**src/hw/vmul_pkg.sv**
```systemverilog
package vmul_pkg;

  // datapath widths
  localparam int XLEN   = 32;
  localparam int PROD_W = 2 * XLEN;

  // product pipeline depth, the control pipeline matches it
  localparam int MUL_LATENCY = 3;

  // element width encoding
  typedef enum logic [1:0] {
    SEW8  = 2'd0,
    SEW16 = 2'd1,
    SEW32 = 2'd2
  } sew_t;

  // multiply kinds, fused forms add or subtract an addend
  typedef enum logic [2:0] {
    NOT_FUSED_MUL = 3'd0,
    MACC          = 3'd1,
    NMSAC         = 3'd2,
    MADD          = 3'd3,
    NMSUB         = 3'd4
  } mul_op_t;

  // one source word, read whole or as narrow lanes
  typedef union packed {
    logic [XLEN-1:0]  word;
    logic [3:0][7:0]  lane8;
    logic [1:0][15:0] lane16;
  } elem_word_u;

  // request as presented to the lane
  typedef struct packed {
    mul_op_t    op;
    sew_t       sew;
    // bit 0 for vs1, bit 1 for multiplicand
    logic [1:0] is_signed;
    logic       high_low;
    logic       widen;
    logic       negate;
    elem_word_u vs1;
    elem_word_u vs2;
    elem_word_u vs3;
  } mul_req_t;

  // controls travelling beside the product
  typedef struct packed {
    logic            valid;
    mul_op_t         op;
    sew_t            sew;
    logic            high_low;
    logic            widen;
    logic            negate;
    logic [XLEN-1:0] addend;
  } mul_ctrl_t;

  // madd / nmsub take vs3 as multiplicand and vs2 as addend
  function automatic logic uses_vs3_mcand(mul_op_t op);
    return (op == MADD) || (op == NMSUB);
  endfunction

  // lowest element of the width, sign or zero extended to xlen
  function automatic logic [XLEN-1:0] ext_elem(elem_word_u w, sew_t sew, logic sgn);
    logic [XLEN-1:0] v;
    case (sew)
      SEW8:    v = {{24{sgn & w.lane8[0][7]}}, w.lane8[0]};
      SEW16:   v = {{16{sgn & w.lane16[0][15]}}, w.lane16[0]};
      // full word, nothing to extend
      default: v = w.word;
    endcase
    return v;
  endfunction

endpackage

```
**src/hw/vmul_control_pipe.sv**
```systemverilog
`timescale 1ns/1ps

module vmul_control_pipe
  import vmul_pkg::*;
(
  input  logic      CLK,
  input  logic      nRST,
  input  mul_req_t  req,
  input  logic      req_valid,
  output mul_ctrl_t ctrl
);

  // addend source before extension
  elem_word_u addend_src;

  // controls entering the pipe
  mul_ctrl_t  stage_d;

  // one entry per product stage
  mul_ctrl_t  stage_q [MUL_LATENCY];

  // addend is the operand not used as multiplicand
  assign addend_src = uses_vs3_mcand(req.op) ? req.vs2 : req.vs3;

  always_comb begin
    stage_d.valid    = req_valid;
    stage_d.op       = req.op;
    stage_d.sew      = req.sew;
    stage_d.high_low = req.high_low;
    stage_d.widen    = req.widen;
    stage_d.negate   = req.negate;
    // addend always sign-extended from element width
    stage_d.addend   = ext_elem(addend_src, req.sew, 1'b1);
  end

  // delay line, shifts every cycle
  always_ff @(posedge CLK, negedge nRST) begin
    if (!nRST) begin
      for (int i = 0; i < MUL_LATENCY; i++) begin
        stage_q[i]       <= '0;
        // idle op, no fused add
        stage_q[i].op    <= NOT_FUSED_MUL;
        stage_q[i].valid <= 1'b0;
      end
    end else begin
      stage_q[0] <= stage_d;
      for (int i = 1; i < MUL_LATENCY; i++) begin
        stage_q[i] <= stage_q[i-1];
      end
    end
  end

  // same age as product
  assign ctrl = stage_q[MUL_LATENCY-1];

endmodule

```
**src/hw/vmul_product_pipe.sv**
```systemverilog
`timescale 1ns/1ps

module vmul_product_pipe
  import vmul_pkg::*;
(
  input  logic              CLK,
  input  logic              nRST,
  input  mul_req_t          req,
  output logic [PROD_W-1:0] product
);

  // multiplicand source and its signedness
  elem_word_u      mcand_src;
  logic            mcand_sgn;

  // operands extended to xlen
  logic [XLEN-1:0] vs1_ext;
  logic [XLEN-1:0] mcand_ext;

  // 33 bit signed operands, top bit carries signedness
  logic signed [XLEN:0] op_a_d;
  logic signed [XLEN:0] op_b_d;

  // stage registers
  logic signed [XLEN:0]     op_a_q;
  logic signed [XLEN:0]     op_b_q;
  logic signed [PROD_W-1:0] prod_q;
  logic [PROD_W-1:0]        prod_hold_q;

  // operand swap for madd / nmsub
  always_comb begin
    if (uses_vs3_mcand(req.op)) begin
      mcand_src = req.vs3;
      // vs3 as multiplicand is always treated as signed
      mcand_sgn = 1'b1;
    end else begin
      mcand_src = req.vs2;
      mcand_sgn = req.is_signed[1];
    end
  end

  // narrow elements extended from their lowest lane
  assign vs1_ext   = ext_elem(req.vs1, req.sew, req.is_signed[0]);
  assign mcand_ext = ext_elem(mcand_src, req.sew, mcand_sgn);

  // extra top bit turns unsigned sew32 operands into positive 33 bit values
  assign op_a_d = {req.is_signed[0] & vs1_ext[XLEN-1], vs1_ext};
  assign op_b_d = {mcand_sgn & mcand_ext[XLEN-1], mcand_ext};

  // stage 1, extended operands
  always_ff @(posedge CLK, negedge nRST) begin
    if (!nRST) begin
      op_a_q <= '0;
      op_b_q <= '0;
    end else begin
      op_a_q <= op_a_d;
      op_b_q <= op_b_d;
    end
  end

  // stage 2, signed multiply
  // low 64 bits of the 66 bit product are all that is kept
  always_ff @(posedge CLK, negedge nRST) begin
    if (!nRST) begin
      prod_q <= '0;
    end else begin
      prod_q <= PROD_W'(op_a_q) * PROD_W'(op_b_q);
    end
  end

  // stage 3, hold to line up with control pipe
  always_ff @(posedge CLK, negedge nRST) begin
    if (!nRST) begin
      prod_hold_q <= '0;
    end else begin
      prod_hold_q <= prod_q;
    end
  end

  // meaningful only when ctrl.valid marks it
  assign product = prod_hold_q;

endmodule

```
**src/hw/vmul_result_stage.sv**
```systemverilog
`timescale 1ns/1ps

module vmul_result_stage
  import vmul_pkg::*;
(
  input  logic              CLK,
  input  logic              nRST,
  input  logic [PROD_W-1:0] product,
  input  mul_ctrl_t         ctrl,
  output logic [XLEN-1:0]   result,
  output logic              result_valid
);

  // selected product slice, zero extended
  logic [XLEN-1:0] slice;

  // slice after optional negation
  logic [XLEN-1:0] prod_mod;

  // value to register
  logic [XLEN-1:0] result_d;

  // slice by delayed width and flags
  always_comb begin
    slice = '0;
    case (ctrl.sew)
      SEW8: begin
        if (ctrl.high_low) begin
          slice = {24'd0, product[15:8]};
        end else if (ctrl.widen) begin
          // full 16 bit product
          slice = {16'd0, product[15:0]};
        end else begin
          slice = {24'd0, product[7:0]};
        end
      end
      SEW16: begin
        if (ctrl.high_low) begin
          slice = {16'd0, product[31:16]};
        end else if (ctrl.widen) begin
          // full 32 bit product
          slice = product[31:0];
        end else begin
          slice = {16'd0, product[15:0]};
        end
      end
      SEW32: begin
        // no widening at sew32, result would not fit
        if (ctrl.high_low) begin
          slice = product[63:32];
        end else begin
          slice = product[31:0];
        end
      end
      default: begin
        slice = '0;
      end
    endcase
  end

  // two's complement, modulo 2^32
  assign prod_mod = ctrl.negate ? (XLEN'(0) - slice) : slice;

  // fused add / subtract
  always_comb begin
    case (ctrl.op)
      MACC,
      MADD:    result_d = ctrl.addend + prod_mod;
      NMSAC,
      NMSUB:   result_d = ctrl.addend - prod_mod;
      default: result_d = prod_mod;
    endcase
  end

  // output register, one edge after product
  always_ff @(posedge CLK, negedge nRST) begin
    if (!nRST) begin
      result       <= '0;
      result_valid <= 1'b0;
    end else begin
      result       <= result_d;
      result_valid <= ctrl.valid;
    end
  end

endmodule

```
**src/hw/vmul_unit.sv**
```systemverilog
`timescale 1ns/1ps

module vmul_unit
  import vmul_pkg::*;
(
  input  logic            CLK,
  input  logic            nRST,
  input  mul_req_t        req,
  input  logic            req_valid,
  output logic [XLEN-1:0] result,
  output logic            result_valid
);

  // product of request from MUL_LATENCY edges back
  logic [PROD_W-1:0] product;

  // matching controls and addend
  mul_ctrl_t         ctrl;

  // free running multiplier
  vmul_product_pipe u_product_pipe (
    .CLK     (CLK),
    .nRST    (nRST),
    .req     (req),
    .product (product)
  );

  // only this branch tracks validity
  vmul_control_pipe u_control_pipe (
    .CLK       (CLK),
    .nRST      (nRST),
    .req       (req),
    .req_valid (req_valid),
    .ctrl      (ctrl)
  );

  // slice, negate, fused add, register
  vmul_result_stage u_result_stage (
    .CLK          (CLK),
    .nRST         (nRST),
    .product      (product),
    .ctrl         (ctrl),
    .result       (result),
    .result_valid (result_valid)
  );

endmodule

```
**config.mk**
```make
export PLATFORM = sky130hd
export DESIGN_NAME = vmul_unit
export DESIGN_NICKNAME = d
export VERILOG_FILES = /design/src/hw/vmul_pkg.sv /design/src/hw/vmul_control_pipe.sv /design/src/hw/vmul_product_pipe.sv /design/src/hw/vmul_result_stage.sv /design/src/hw/vmul_unit.sv
export SDC_FILE = /design/constraint.sdc
export NUM_CORES = 2
export LEC_CHECK = 0
export BUFFER_PORTS_ARGS = -buffer_cell sky130_fd_sc_hd__buf_2
export CORE_MARGIN = 2
export CORE_UTILIZATION = 35
export CTS_CLUSTER_DIAMETER = 40
export DETAILED_ROUTE_END_ITERATION = 10
export PLACE_DENSITY = 0.59
export SYNTH_ARGS = -nofsm -noshare
export SYNTH_HDL_FRONTEND = slang
export SYNTH_SLANG_ARGS = --single-unit
export TNS_END_PERCENT = 20
```
**constraint.sdc**
```tcl
create_clock -name CLK -period 11.8 [get_ports CLK]
set_clock_uncertainty 0.05 [all_clocks]
set_input_delay 0.59 -clock CLK [delete_from_list [all_inputs] [get_ports CLK]]
set_output_delay 0.59 -clock CLK [all_outputs]
set_load 0.02 [all_outputs]
```
==> results.py <==
metrics = {
    "logic_synthesis": {
        "synth_top_family_by_area": "adder cells",
        "synth_seq_cells": 350,
        "yosysSeqAreaShare_pct": 16.8,
        "yosys_warnings": 0,
        "synth-xor-area-share_pct": 2.71,
        "syn_inst": 5312,
        "synth.most_common_cell": "inv_1",
        "synth_area_um2": 52300,
        "synth_compound_area_share_pct": 6.35,
        "ys_top_cells_by_count": "inv_1, fa_1, nand2_1",
        "synth_fa_ha_area_share_pct": 49.0,
        "yosys.area_share.simple_pct": 14.1,
        "synth.area.top_cells": "fa_1, dfrtp_1, inv_1",
        "synth_mux_area_share_pct": 1.00,
        "avgSynthCellArea_um2": 9.84,
        "synthFlopType": "dfrtp_1",
        "yosys.cell_types.count": 82,
        "yosysTopAreaCellShare_pct": 43.1,
        "async_flop_share_pct": 100,
        "synthesis.nets": 6792,
        "synth-edff-count": 0,
        "synth_area_leader_cell": "fa_1",
    },
    "clock_tree": {
        "post_cts_buffers": 0,
        "cts.clk_slew.worst_paths_ps": 60,
        "ctsHtreeMaxLevel": 2,
        "cts-buffers-inserted": 58,
        "cts_tree": "done",
        "cts_hold_buf": 9,
        "clockBufferDepth": 3,
        "cts_resized": 0,
        "cts_num_sinks": 350,
        "clock_latency_ps": 670,
        "root_buffer": "clkbuf_16",
    },
    "route": {
        "drt-initial-drc-count": 2566,
        "drt_pass1_iterations": 8,
        "routedWlPerCell_um": 21.0,
        "ant_nets": 0,
        "drc": 0,
        "drt-met1-wl_um": 63900,
        "dr.max_layer_used": "met4",
        "met3_length_um": 8830,
        "avgViaCountPerCell": 5.02,
        "dr_wl_met2_um": 76100,
        "vias": 36800,
        "drt-total-wl_um": 154000,
    },
    "critical_path": {
        "crit_type": "reg2reg",
        "path_common_cell": "fa_1",
        "cp.arrival_ps": 10100,
        "cp_max_fo": 18,
        "slowest_delay_ps": 980,
        "r2r_setup_slack_ps": 2240,
        "cp-end-kind": "flip-flop",
        "cp.required_ps": 12340,
        "critPathSlowestCell": "dfrtp_1",
        "start_kind": "flip-flop",
    },
    "sta": {
        "fmax_mhz": 105,
        "setup_viol": 0,
        "period_minus_slack_ps": 9560,
        "rsz0062_at_grt": "false",
        "tns_ps": 0,
        "relSlewSlack_pct": 19.0,
        "fin_crit_sh_pct": 81.0,
        "tightestPinTransition_ps": 1200,
        "slew_violations": 0,
        "finalHoldViolCount": 0,
    },
    "layout": {
        "layout-drive-gt1-share_pct": 6.88,
        "nFillCells": 14600,
        "final_nets": 6819,
        "syn_to_final_growth_pct": 9.58,
        "final_area_um2": 57300,
    },
    "global_route": {
        "grt_pass1_wl_um": 240000,
        "grt_util_all_layers_pct": 20.6,
        "overflow": 0,
        "grt_pass1_vias": 39800,
        "grt_max_degree": 167,
        "antenna_found_initial": 11,
    },
    "status": {
        "status": "completed",
    },
    "die": {
        "fp.coreArea_um2": 148000,
        "std_cell_rows": 141,
        "die_h_um": 390,
        "io_pins": 142,
        "initial_core_util_pct": 35.3,
        "dieArea_um2": 152000,
        "die_x_um": 390,
    },
    "worst_hold_path": {
        "worstHoldPathType": "in2reg",
    },
    "run": {
        "timing.max_cap.violations": 0,
    },
    "placed_design": {
        "placed_cell_area_um2": 55000,
        "place_congestion": 0.905,
        "dp_hpwl_um": 120000,
        "port_buffers": 141,
    },
}
## cell families (layout without fill, tap and decap cells)
group                    count (synthesis)  in the layout
AND/OR/NAND/NOR                       1483           1483
buffers and inverters                 1391           1468
adder cells (fa/ha/maj)               1371           1371
AO/OA/AOI/OAI                          503            503
flip-flops                             350            350
XOR/XNOR                               162            162
multiplexers                            52             52
other                                    0              8
## state kept, by name (all words and copies together) (netlist names)
signal / flops
u_product_pipe.op_a_q: 33
u_product_pipe.prod_q: 64
u_result_stage.result: 32
u_control_pipe.stage_q: 82
u_product_pipe.product: 64
u_result_stage.result_valid: 1
u_control_pipe.ctrl: 41
u_product_pipe.op_b_q: 33
## stage by stage
step | hold WS (ps) | setup WS, ps | instances | utilization (%)
finish | 31.9 | 2240 | 7327 | 38.7
global route | 15.3 | 1910 | 7319 | 38.7
CTS | 4.91 | 2300 | 7319 | 38.7
detailed placement | 285 | 2340 | 7200 | 37.2
global placement | 282 | 2390 | 7200 | 37.2
floorplan | 244 | 3290 | 5312 | -
## placed cells by master (no fill, tap or decap), drive strengths merged, types with 59 or more instances in the layout
cell type / Yosys / layout
a21oi: 111 / 111
nor2: 83 / 83
a21o: 68 / 68
clkbuf: 241 / 62
o21ai: 124 / 124
xor2: 59 / 59
inv: 1132 / 1149
xnor2: 103 / 103
ha: 245 / 245
buf: 17 / 216
and2: 528 / 528
dfrtp: 350 / 350
nand2: 685 / 685
fa: 1126 / 1126
## critical path, delay by kind of cell, from the launching register on
kind | cells | cell delay [ps]
fa+ha+maj | 9 | 4320
simple gates | 3 | 1060
xor+xnor | 1 | 140
flops | 1 | 980
buf+inv | 7 | 800
compound gates | 9 | 2110
## final timing paths
path / from / end / cells after the start
setup / recovery: u_product_pipe.op_b_q[4] / u_product_pipe.prod_q[63] / 29
hold / removal: req[64] / u_product_pipe.op_a_q[0] / 1
setup reg to reg: u_product_pipe.op_b_q[4] / u_product_pipe.prod_q[63] / 29
hold reg to reg: u_control_pipe.stage_q[69] / u_control_pipe.ctrl[28] / 0
max in group asynchronous: nRST / u_product_pipe.op_a_q[3] / 3
min in group asynchronous: nRST / u_result_stage.result[15] / 2
## per-layer routing
layer,vias up,GRT usage (%)
met3,288,2.46
li1,15900,-
met1,19400,27.1
met4,0,6.41
met5,-,0
met2,1218,35.5
## cell type report
| cell class | instances | area [um^2] | area share, % |
|---|---|---|---|
| Clock buffer | 62 | 1500 | 2.61 |
| Multi-Input combinational cell | 3571 | 38300 | 66.8 |
| Tap cell | 1930 | 2410 | 4.22 |
| Timing Repair Buffer | 225 | 1380 | 2.41 |
| Clock inverter | 48 | 644 | 1.12 |
| Sequential cell | 350 | 8790 | 15.3 |
| Inverter | 1133 | 4250 | 7.42 |
| Antenna cell | 8 | 20.0 | 0.0349 |
Power is left out: the tool's default activity adds up to more than one toggle a clock period on the data nets, which glitch-free logic cannot reach.
